$ cat config.mk
export PLATFORM = sky130hd
export DESIGN_NAME = cpu_top
export DESIGN_NICKNAME = d
export VERILOG_FILES = /design/src/design/cpu_isa_pkg.sv /design/src/design/cpu_core_pkg.sv /design/src/design/cpu_ctrl.sv /design/src/design/cpu_regs.sv /design/src/design/cpu_alu.sv /design/src/design/cpu_pc.sv /design/src/design/cpu_busctl.sv /design/src/design/cpu_top.sv
export VERILOG_INCLUDE_DIRS = /design/src /design/src/include
export SDC_FILE = /design/constraint.sdc
export NUM_CORES = 1
export LEC_CHECK = 0
export ABC_AREA = 1
export BUFFER_PORTS_ARGS = -buffer_cell sky130_fd_sc_hd__buf_2
export CAP_MARGIN = 0
export CORE_MARGIN = 3
export CORE_UTILIZATION = 40
export DETAILED_ROUTE_END_ITERATION = 8
export HOLD_SLACK_MARGIN = 0.15
export SKIP_LAST_GASP = 1
export SYNTH_ARGS = -nofsm -noshare
export SYNTH_HDL_FRONTEND = slang
export SYNTH_SLANG_ARGS = --single-unit
$ cat constraint.sdc
create_clock -name clk -period 5.5 [get_ports clk]
set_input_delay 0.55 -clock clk [delete_from_list [all_inputs] [get_ports clk]]
set_output_delay 0.55 -clock clk [all_outputs]
set_load 0.005 [all_outputs]
$ cat src/include/cpu_settings.svh
// --------------------
// core size settings
// the ISA assumes a 16-bit data word,
// so CPU_DW is not free to change
// CPU_NREGS must be a power of two
// the reset pc is a full bus address
// --------------------
`ifndef CPU_SETTINGS_SVH
`define CPU_SETTINGS_SVH

// first fetch address after reset
`define CPU_PC_RSTVAL 24'h000000

// bus and register bank sizes
`define CPU_AW 24
`define CPU_DW 16
`define CPU_NREGS 8

`endif

$ cat src/design/cpu_isa_pkg.sv
// --------------------
// instruction set of the core
// word layout: [15:12] opcode, [10:8] rd, [6:4] rs, [7:0] rel (JRNZ only)
// LD  rd,(rs) reads rd from mem[rs]
// ST / STB (rd),rs write rs to mem[rd]
// opcodes not listed act as HALT
// --------------------
package cpu_isa_pkg;

    localparam int unsigned IR_OP_LSB  = 12;
    localparam int unsigned IR_DST_LSB = 8;
    localparam int unsigned IR_SRC_LSB = 4;

    typedef logic [15:0] cpu_insn_t;
    typedef logic [7:0]  cpu_rel_t;
    typedef logic [2:0]  cpu_rfld_t;

    typedef enum logic [3:0] {
        OP_NOP = 4'h0, OP_LDI, OP_ADD, OP_SUB, OP_AND,
        OP_XOR, OP_LD, OP_ST, OP_STB, OP_JRNZ,
        OP_HALT = 4'hF
    } cpu_opcode_t;

    typedef enum logic [1:0] {ADD, SUB, AND, XOR} cpu_aluop_t;

    function automatic cpu_opcode_t ir_opcode(cpu_insn_t ir);
        return cpu_opcode_t'(ir[IR_OP_LSB +: 4]);
    endfunction

    function automatic cpu_rfld_t ir_dst(cpu_insn_t ir);
        return ir[IR_DST_LSB +: 3];
    endfunction

    function automatic cpu_rfld_t ir_src(cpu_insn_t ir);
        return ir[IR_SRC_LSB +: 3];
    endfunction

    // register form, also used for NOP, LDI and the memory ops
    function automatic cpu_insn_t cpu_enc(cpu_opcode_t op, cpu_rfld_t dst, cpu_rfld_t src);
        return {op, 1'b0, dst, 1'b0, src, 4'h0};
    endfunction

    function automatic cpu_insn_t cpu_enc_jr(cpu_rel_t rel);
        return {OP_JRNZ, 4'h0, rel};
    endfunction

endpackage

$ cat src/design/cpu_core_pkg.sv
// --------------------
// core datapath types
// widths follow cpu_settings.svh
// --------------------
`include "cpu_settings.svh"

package cpu_core_pkg;

    typedef logic [`CPU_DW-1:0] cpu_word_t;
    typedef logic [`CPU_AW-1:0] cpu_addr_t;
    typedef logic [$clog2(`CPU_NREGS)-1:0] cpu_ridx_t;

    // sequencer states
    typedef enum logic [2:0] {FETCH, DECODE, IMM, MEM, HALT} cpu_state_t;

    // register write-back source
    typedef enum logic [1:0] {WB_ALU, WB_IMM, WB_MEM} cpu_wbsel_t;

    // bus address source
    typedef enum logic {BUS_PC, BUS_REG} cpu_bussel_t;

endpackage

$ cat src/design/cpu_ctrl.sv
// --------------------
// instruction sequencer
// one instruction at a time, 2 or 3 enabled cycles each
// decode reads ir straight from the bus in DECODE
// HALT is left only through reset
// --------------------
module cpu_ctrl
    import cpu_core_pkg::*;
    import cpu_isa_pkg::*;
(
    input  logic        clk,
    input  logic        arst_n,
    input  logic        cen,
    input  cpu_insn_t   ir,
    input  logic        zero,

    output logic        pc_inc,
    output logic        pc_rel_we,
    output logic        reg_we,
    output cpu_ridx_t   reg_dst,
    output cpu_ridx_t   reg_src,
    output cpu_wbsel_t  wdata_sel,
    output cpu_aluop_t  alu_op,
    output logic        flag_we,
    output cpu_bussel_t bus_sel,
    output logic        mem_wr,
    output logic        mem_byte,
    output logic        latch_en,
    output logic        halted
);

cpu_state_t  state, state_nx;
cpu_opcode_t opcode;

assign opcode = ir_opcode(ir);
assign halted = state == HALT;

always_ff @(posedge clk or negedge arst_n) begin
    if (!arst_n) begin
        state <= FETCH;
    end else if (cen) begin
        state <= state_nx;
    end
end

always_comb begin
    state_nx  = state;
    pc_inc    = 1'b0;
    pc_rel_we = 1'b0;
    reg_we    = 1'b0;
    reg_dst   = ir_dst(ir);
    reg_src   = ir_src(ir);
    wdata_sel = WB_ALU;
    alu_op    = ADD;
    flag_we   = 1'b0;
    bus_sel   = BUS_PC;
    mem_wr    = 1'b0;
    mem_byte  = 1'b0;
    latch_en  = 1'b0;
    case (state)
        FETCH: begin
            // pc moves past the instruction word while it is read
            pc_inc   = 1'b1;
            state_nx = DECODE;
        end
        DECODE: begin
            latch_en = 1'b1;
            state_nx = FETCH;
            case (opcode)
                OP_NOP: begin
                end
                OP_LDI: begin
                    // bus already shows the immediate word
                    pc_inc   = 1'b1;
                    state_nx = IMM;
                end
                OP_ADD, OP_SUB, OP_AND, OP_XOR: begin
                    reg_we  = 1'b1;
                    flag_we = 1'b1;
                    case (opcode)
                        OP_SUB:  alu_op = SUB;
                        OP_AND:  alu_op = AND;
                        OP_XOR:  alu_op = XOR;
                        default: alu_op = ADD;
                    endcase
                end
                OP_LD: begin
                    // address comes out of the dst read port
                    reg_dst  = ir_src(ir);
                    bus_sel  = BUS_REG;
                    state_nx = MEM;
                end
                OP_ST, OP_STB: begin
                    state_nx = MEM;
                end
                OP_JRNZ: begin
                    pc_rel_we = !zero;
                end
                default: begin
                    state_nx = HALT;
                end
            endcase
        end
        IMM: begin
            reg_we    = 1'b1;
            wdata_sel = WB_IMM;
            state_nx  = FETCH;
        end
        MEM: begin
            state_nx = FETCH;
            if (opcode == OP_LD) begin
                reg_we    = 1'b1;
                wdata_sel = WB_MEM;
            end else begin
                bus_sel  = BUS_REG;
                mem_wr   = 1'b1;
                mem_byte = opcode == OP_STB;
            end
        end
        default: begin
            // halted, nothing moves
        end
    endcase
end

endmodule

$ cat src/design/cpu_regs.sv
// --------------------
// register bank, CPU_NREGS words
// reads are combinational, one write per enabled cycle
// write-back mux selects ALU or bus data
// --------------------
`include "cpu_settings.svh"

module cpu_regs
    import cpu_core_pkg::*;
(
    input  logic       clk,
    input  logic       arst_n,
    input  logic       cen,

    input  logic       reg_we,
    input  cpu_ridx_t  reg_dst,
    input  cpu_ridx_t  reg_src,
    input  cpu_wbsel_t wdata_sel,
    input  cpu_word_t  alu_res,
    input  cpu_word_t  rdata,

    output cpu_word_t  dst_out,
    output cpu_word_t  src_out,

    // host dump port
    input  cpu_ridx_t  dmp_addr,
    output cpu_word_t  dmp_dout
);

cpu_word_t regs [`CPU_NREGS];
cpu_word_t wdata;

// immediate and load data both arrive on the bus
always_comb begin
    case (wdata_sel)
        WB_IMM, WB_MEM: wdata = rdata;
        default:        wdata = alu_res;
    endcase
end

always_ff @(posedge clk or negedge arst_n) begin
    if (!arst_n) begin
        for (int i = 0; i < `CPU_NREGS; i++) begin
            regs[i] <= '0;
        end
    end else if (cen && reg_we) begin
        regs[reg_dst] <= wdata;
    end
end

assign dst_out  = regs[reg_dst];
assign src_out  = regs[reg_src];
assign dmp_dout = regs[dmp_addr];

endmodule

$ cat src/design/cpu_alu.sv
// --------------------
// ALU, results wrap modulo 2^16
// carry is the carry out of ADD or the borrow of SUB
// AND and XOR clear the carry
// flags update only on flag_we
// --------------------
module cpu_alu
    import cpu_core_pkg::*;
    import cpu_isa_pkg::*;
(
    input  logic       clk,
    input  logic       arst_n,
    input  logic       cen,

    input  cpu_aluop_t alu_op,
    input  cpu_word_t  op_a,
    input  cpu_word_t  op_b,
    input  logic       flag_we,

    output cpu_word_t  result,
    output logic       zero
);

localparam int DW = $bits(cpu_word_t);

logic [DW:0] wide;
// {carry, zero}
logic [1:0]  flags;

always_comb begin
    case (alu_op)
        ADD: wide = {1'b0, op_a} + {1'b0, op_b};
        // top bit set means a borrow
        SUB: wide = {1'b0, op_a} - {1'b0, op_b};
        AND: wide = {1'b0, op_a & op_b};
        default: wide = {1'b0, op_a ^ op_b};
    endcase
end

assign result = wide[DW-1:0];

always_ff @(posedge clk or negedge arst_n) begin
    if (!arst_n) begin
        flags <= 2'b00;
    end else if (cen && flag_we) begin
        flags <= {wide[DW], result == '0};
    end
end

assign zero = flags[0];

endmodule

$ cat src/design/cpu_pc.sv
// --------------------
// program counter
// steps by 2 per word, as addr carries the pc unchanged
// branch target is pc + 2*sext(rel), with pc already past the opcode
// --------------------
`include "cpu_settings.svh"

module cpu_pc
    import cpu_core_pkg::*;
    import cpu_isa_pkg::*;
(
    input  logic      clk,
    input  logic      arst_n,
    input  logic      cen,

    input  logic      pc_inc,
    input  logic      pc_rel_we,
    input  cpu_rel_t  rel,

    output cpu_addr_t pc
);

cpu_addr_t rel_step;

// sign extend and scale by two
assign rel_step = {{(`CPU_AW-9){rel[7]}}, rel, 1'b0};

always_ff @(posedge clk or negedge arst_n) begin
    if (!arst_n) begin
        pc <= `CPU_PC_RSTVAL;
    end else if (cen) begin
        if (pc_rel_we) begin
            pc <= pc + rel_step;
        end else if (pc_inc) begin
            pc <= pc + cpu_addr_t'(2);
        end
    end
end

endmodule

$ cat src/design/cpu_busctl.sv
// --------------------
// memory bus controller
// register addresses are zero extended to the bus width
// STB uses address bit 0 for the lane, 0 is the low byte
// din is valid one enabled cycle after addr
// --------------------
module cpu_busctl
    import cpu_core_pkg::*;
    import cpu_isa_pkg::*;
(
    input  logic        clk,
    input  logic        arst_n,
    input  logic        cen,

    input  cpu_bussel_t bus_sel,
    input  cpu_addr_t   pc,
    input  cpu_word_t   reg_addr,
    input  cpu_word_t   wr_data,
    input  logic        mem_wr,
    input  logic        mem_byte,
    input  logic        latch_en,
    input  cpu_word_t   din,

    output cpu_addr_t   addr,
    output cpu_word_t   dout,
    output logic [1:0]  we,
    output cpu_insn_t   ir,
    output cpu_word_t   rdata
);

cpu_insn_t ir_q;

assign addr = bus_sel == BUS_REG ? cpu_addr_t'(reg_addr) : pc;

always_comb begin
    we   = 2'b00;
    dout = wr_data;
    if (mem_wr) begin
        if (mem_byte) begin
            we   = reg_addr[0] ? 2'b10 : 2'b01;
            dout = reg_addr[0] ? {wr_data[7:0], 8'h00} : {8'h00, wr_data[7:0]};
        end else begin
            we = 2'b11;
        end
    end
end

// opcode word kept for the IMM and MEM cycles
always_ff @(posedge clk or negedge arst_n) begin
    if (!arst_n) begin
        ir_q <= '0;
    end else if (cen && latch_en) begin
        ir_q <= din;
    end
end

// decode sees the word as it arrives
assign ir    = latch_en ? din : ir_q;
assign rdata = din;

endmodule

$ cat src/design/cpu_top.sv
// --------------------
// 16-bit core top level
// addr is driven unchanged from pc or a register
// din must follow addr by one enabled cycle
// cen low freezes the whole core
// --------------------
module cpu_top
    import cpu_core_pkg::*;
    import cpu_isa_pkg::*;
(
    input  logic       clk,
    input  logic       arst_n,
    input  logic       cen,

    output cpu_addr_t  addr,
    input  cpu_word_t  din,
    output cpu_word_t  dout,
    output logic [1:0] we,

    // register dump
    input  cpu_ridx_t  dmp_addr,
    output cpu_word_t  dmp_dout,

    output logic       halted
);

// sequencer controls
logic        pc_inc, pc_rel_we;
logic        reg_we, flag_we;
logic        mem_wr, mem_byte, latch_en;
cpu_ridx_t   reg_dst, reg_src;
cpu_wbsel_t  wdata_sel;
cpu_aluop_t  alu_op;
cpu_bussel_t bus_sel;

// datapath
cpu_insn_t   ir;
cpu_addr_t   pc;
cpu_word_t   dst_out, src_out, alu_res, rdata;
logic        zero;

cpu_ctrl u_ctrl (
    .clk        ( clk        ),
    .arst_n     ( arst_n     ),
    .cen        ( cen        ),
    .ir         ( ir         ),
    .zero       ( zero       ),
    .pc_inc     ( pc_inc     ),
    .pc_rel_we  ( pc_rel_we  ),
    .reg_we     ( reg_we     ),
    .reg_dst    ( reg_dst    ),
    .reg_src    ( reg_src    ),
    .wdata_sel  ( wdata_sel  ),
    .alu_op     ( alu_op     ),
    .flag_we    ( flag_we    ),
    .bus_sel    ( bus_sel    ),
    .mem_wr     ( mem_wr     ),
    .mem_byte   ( mem_byte   ),
    .latch_en   ( latch_en   ),
    .halted     ( halted     )
);

cpu_regs u_regs (
    .clk        ( clk        ),
    .arst_n     ( arst_n     ),
    .cen        ( cen        ),
    .reg_we     ( reg_we     ),
    .reg_dst    ( reg_dst    ),
    .reg_src    ( reg_src    ),
    .wdata_sel  ( wdata_sel  ),
    .alu_res    ( alu_res    ),
    .rdata      ( rdata      ),
    .dst_out    ( dst_out    ),
    .src_out    ( src_out    ),
    .dmp_addr   ( dmp_addr   ),
    .dmp_dout   ( dmp_dout   )
);

cpu_alu u_alu (
    .clk        ( clk        ),
    .arst_n     ( arst_n     ),
    .cen        ( cen        ),
    .alu_op     ( alu_op     ),
    .op_a       ( dst_out    ),
    .op_b       ( src_out    ),
    .flag_we    ( flag_we    ),
    .result     ( alu_res    ),
    .zero       ( zero       )
);

cpu_pc u_pc (
    .clk        ( clk        ),
    .arst_n     ( arst_n     ),
    .cen        ( cen        ),
    .pc_inc     ( pc_inc     ),
    .pc_rel_we  ( pc_rel_we  ),
    .rel        ( ir[7:0]    ),
    .pc         ( pc         )
);

// stores address through rd and take data from rs
cpu_busctl u_busctl (
    .clk        ( clk        ),
    .arst_n     ( arst_n     ),
    .cen        ( cen        ),
    .bus_sel    ( bus_sel    ),
    .pc         ( pc         ),
    .reg_addr   ( dst_out    ),
    .wr_data    ( src_out    ),
    .mem_wr     ( mem_wr     ),
    .mem_byte   ( mem_byte   ),
    .latch_en   ( latch_en   ),
    .din        ( din        ),
    .addr       ( addr       ),
    .dout       ( dout       ),
    .we         ( we         ),
    .ir         ( ir         ),
    .rdata      ( rdata      )
);

endmodule

==> flow_metrics.py <==
metrics = {
    "route": {
        "drc": 0,
        "detailed_routing_iteration_count_for_the_pre_antenna_repair_pass": 6,
        "ant_nets": 0,
        "route.final.wire_length_mm": 50.5,
        "routed-via-count": 14100,
        "via_per_instance_ratio": 5.63,
        "first_iter_violations": 1490,
        "routed_wire_length_per_instance_um": 20.2,
    },
    "clocking": {
        "clk-insertion-delay-late_ns": 0.46,
        "cts_buffer_depth": 2,
        "clkTransAtPathRegs_ns": 0.07,
        "cts_made_buffers": 17,
        "cts.sinks": 165,
        "cts_tree": "yes",
        "clock_tree.htree_level_count": 4,
        "clock_tree.root_cell": "sky130_fd_sc_hd__clkbuf_16",
    },
    "cells_and_area": {
        "area.growth.synth_to_final_pct": 13.7,
        "proportion_of_layout_cells_with_a_drive_suffix_above_1_pct": 14.2,
        "final_core_util_pct": 46.7,
        "commonest_cells_after_routing_fill_and_taps_aside": "sky130_fd_sc_hd__nand2_1 (613), sky130_fd_sc_hd__o21ai_0 (219), sky130_fd_sc_hd__inv_1 (211), sky130_fd_sc_hd__dfrtp_1 (164), sky130_fd_sc_hd__nand3_1 (136)",
        "nNetsFinal": 2136,
        "fillerInstances": 3294,
        "final_common_cell": "sky130_fd_sc_hd__nand2_1",
    },
    "logic_synthesis": {
        "synth_edf_count": 0,
        "synth_area_um2": 13100,
        "ys_async_sr_fraction_pct": 100,
        "synth_nets": 2044,
        "flip_flop_and_latch_count_after_synthesis": 165,
        "fraction_of_the_yosys_area_taken_by_sequential_cells_pct": 31.5,
        "postSynthAreaPerCell_um2": 6.68,
        "yosysUniqueCellTypes": 58,
        "synth_top_flop_cell": "sky130_fd_sc_hd__dfrtp_1",
        "synthesis.yosys.warnings": 0,
        "post_synth_inst_count": 1963,
    },
    "worst_setup_path": {
        "slowest_stage": "sky130_fd_sc_hd__dfrtp_1",
        "worst-endpoint-arrival_ns": 5.43,
        "timing.critical_path.fanout_max": 12,
        "critical_path.max_stage_delay_ns": 0.41,
        "worst_ep_required_time_ns": 5.84,
        "cpMostUsedCell": "sky130_fd_sc_hd__nand2_1",
        "crit_path_end_kind": "register",
        "critPathKind": "reg2reg",
        "crit_path_start_kind": "register",
    },
    "grt": {
        "first_pass_grt_wire_length_mm": 78.1,
        "grt_pass1_vias": 13400,
        "grt_start_max_net_pins": 67,
        "globalRoute.totalOverflow": 0,
        "initial_antenna_violation_count": 0,
        "grt_util_overall_pct": 28.5,
    },
    "place": {
        "hpwl_mm": 35.7,
        "routabilityCongestion": 0.945,
        "preCtsSetupSlack_ns": 0.214,
        "io_buffer_count": 80,
    },
    "power_and_ir_drop": {
        "power_density_nw_per_um2": 233,
        "ir_drop_uv": 245,
        "post-layout-total-power_mw": 3.48,
        "p_leak_nw": 7.47,
    },
    "floorplanning": {
        "floorplan.core_area_um2": 32000,
        "floorplan.initialDensity_pct": 41.1,
        "row_count": 65,
        "io-pin-count": 81,
        "die_w_um": 187,
        "die_outline_area_um2": 35000,
        "dieHeight_um": 187,
    },
    "worst_hold_path": {
        "min_path_type": "in2reg",
    },
    "sta": {
        "minimum_clock_period_after_layout_ns": 5.08,
        "timing.clock.skew_ns": 0.0144,
        "timing.slew.headroom_pct": 21.0,
        "hold_viol_final": 0,
        "final_number_of_max_transition_violations": 0,
        "fin_worst_hold_slack_ns": 0.362,
        "max_freq_ghz": 0.197,
        "tightest_slew_ns": 1.18,
        "slack_of_the_critical_path_ns": 0.415,
        "timing.final.crit_share_pct": 92.5,
        "setup_violations": 0,
    },
    "run": {
        "max_cap_viol_count": 0,
    },
    "run_status": {
        "run_status": "finished, final reports clean",
    },
}
[where the power goes]
part / internal [mW] / leakage [nW] / switching [mW]
sequential: 1.23 / 1.89 / 0.0179
combinational: 0.328 / 5.32 / 0.711
clock: 0.640 / 0.260 / 0.553
total: 2.20 / 7.47 / 1.28
[worst paths after layout]
path / startpoint / to / slack (ns) / cells past startpoint
worst max-delay path: u_ctrl.state[0] / u_regs.regs[47] / 0.42 / 37
worst min-delay path: din[4] / u_busctl.ir_q[4] / 0.36 / 3
worst max register to register: u_ctrl.state[0] / u_regs.regs[47] / 0.42 / 37
worst min register to register: u_regs.regs[63] / u_regs.regs[63] / 0.49 / 2
max in group asynchronous: arst_n / u_pc.pc[20] / 3.60 / 3
min in group asynchronous: arst_n / u_regs.regs[25] / 0.62 / 2
[per-stage QoR]
stage	cells	setup TNS (ns)	instance area (um^2)
3_5_place_dp	2465	0	14200
6_report	2503	0	14900
2_1_floorplan	1963	0	13100
5_1_grt	2502	-0.00780	14900
4_1_cts	2497	0	14800
3_3_place_gp	2465	0	14200
[critical path: cells and delay by family, from the launching register on]
kind | cells | cell delay (ns)
buffers and inverters | 9 | 1.21
adders and majority gates | 1 | 0.30
and+or+nand+nor | 22 | 2.34
DFF | 1 | 0.41
AOI/OAI and AO/OA | 5 | 0.74
[layer usage]
| metal | GRT usage [%] | part of all wire, % | routed length, um |
|---|---|---|---|
| met4 | 13.3 | 4.8 | 2440 |
| met2 | 42.8 | 42 | 21400 |
| met5 | 0 | 0 | 0 |
| met1 | 39.4 | 43 | 21700 |
| met3 | 5.83 | 9.6 | 4870 |
[logic make-up (layout without fill, tap and decap cells)]
| family | count (synthesis) | after routing | share of synthesized area (%) |
|---|---|---|---|
| fa+ha+maj | 59 | 59 | 5.74 |
| flops | 165 | 165 | 31.5 |
| other cells | 0 | 1 | 0 |
| mux | 11 | 11 | 0.944 |
| compound gates | 465 | 465 | 19.7 |
| simple gates | 910 | 912 | 29.7 |
| xor+xnor | 34 | 34 | 2.27 |
| buf+inv | 319 | 421 | 10.2 |
[cell usage after synthesis, types with 8 or more instances]
cell | number | area [um^2]
sky130_fd_sc_hd__inv_1 | 211 | 792
sky130_fd_sc_hd__nand2_2 | 20 | 125
sky130_fd_sc_hd__nor4_2 | 8 | 100
sky130_fd_sc_hd__nor2_1 | 77 | 289
sky130_fd_sc_hd__xor2_1 | 24 | 210
sky130_fd_sc_hd__nand3_1 | 137 | 686
sky130_fd_sc_hd__buf_4 | 15 | 113
sky130_fd_sc_hd__dfrtp_1 | 165 | 4130
sky130_fd_sc_hd__nor3_1 | 14 | 70.1
sky130_fd_sc_hd__o21ai_0 | 221 | 1110
sky130_fd_sc_hd__a21oi_1 | 105 | 526
sky130_fd_sc_hd__mux2_2 | 11 | 124
sky130_fd_sc_hd__xnor2_1 | 10 | 87.6
sky130_fd_sc_hd__nand2_1 | 615 | 2310
sky130_fd_sc_hd__ha_1 | 57 | 713
sky130_fd_sc_hd__inv_2 | 9 | 33.8
sky130_fd_sc_hd__o22ai_1 | 58 | 363
sky130_fd_sc_hd__buf_2 | 26 | 130
sky130_fd_sc_hd__clkbuf_1 | 44 | 165
sky130_fd_sc_hd__a31oi_1 | 23 | 144
sky130_fd_sc_hd__o21ai_1 | 17 | 85.1
sky130_fd_sc_hd__nor2_2 | 9 | 56.3
[timing repair]
action | in CTS | in global routing
gates resized for setup | 0 | 22
setup endpoints to repair | 0 | 54
hold buffers | 1 | 0
hold endpoints to repair | 49 | 0
setup buffers | 0 | 3
[sequential cells by signal, summed over array words and instances, names as in the netlist]
register       count
u_alu.flags        1
u_regs.regs      128
u_ctrl.state       3
u_busctl.ir_q     10
u_pc.pc           23
[final cells by class]
type,count,area (um^2),share of cell area (%)
Clock buffer,19,443,2.97
Timing Repair Buffer,168,1100,7.38
Sequential cell,165,4130,27.7
Multi-Input combinational cell,1481,7740,51.9
Clock inverter,12,123,0.822
Tap cell,435,544,3.65
Antenna cell,1,2.50,0.0168
Inverter,222,836,5.60
(Power assumes the default switching activity.)
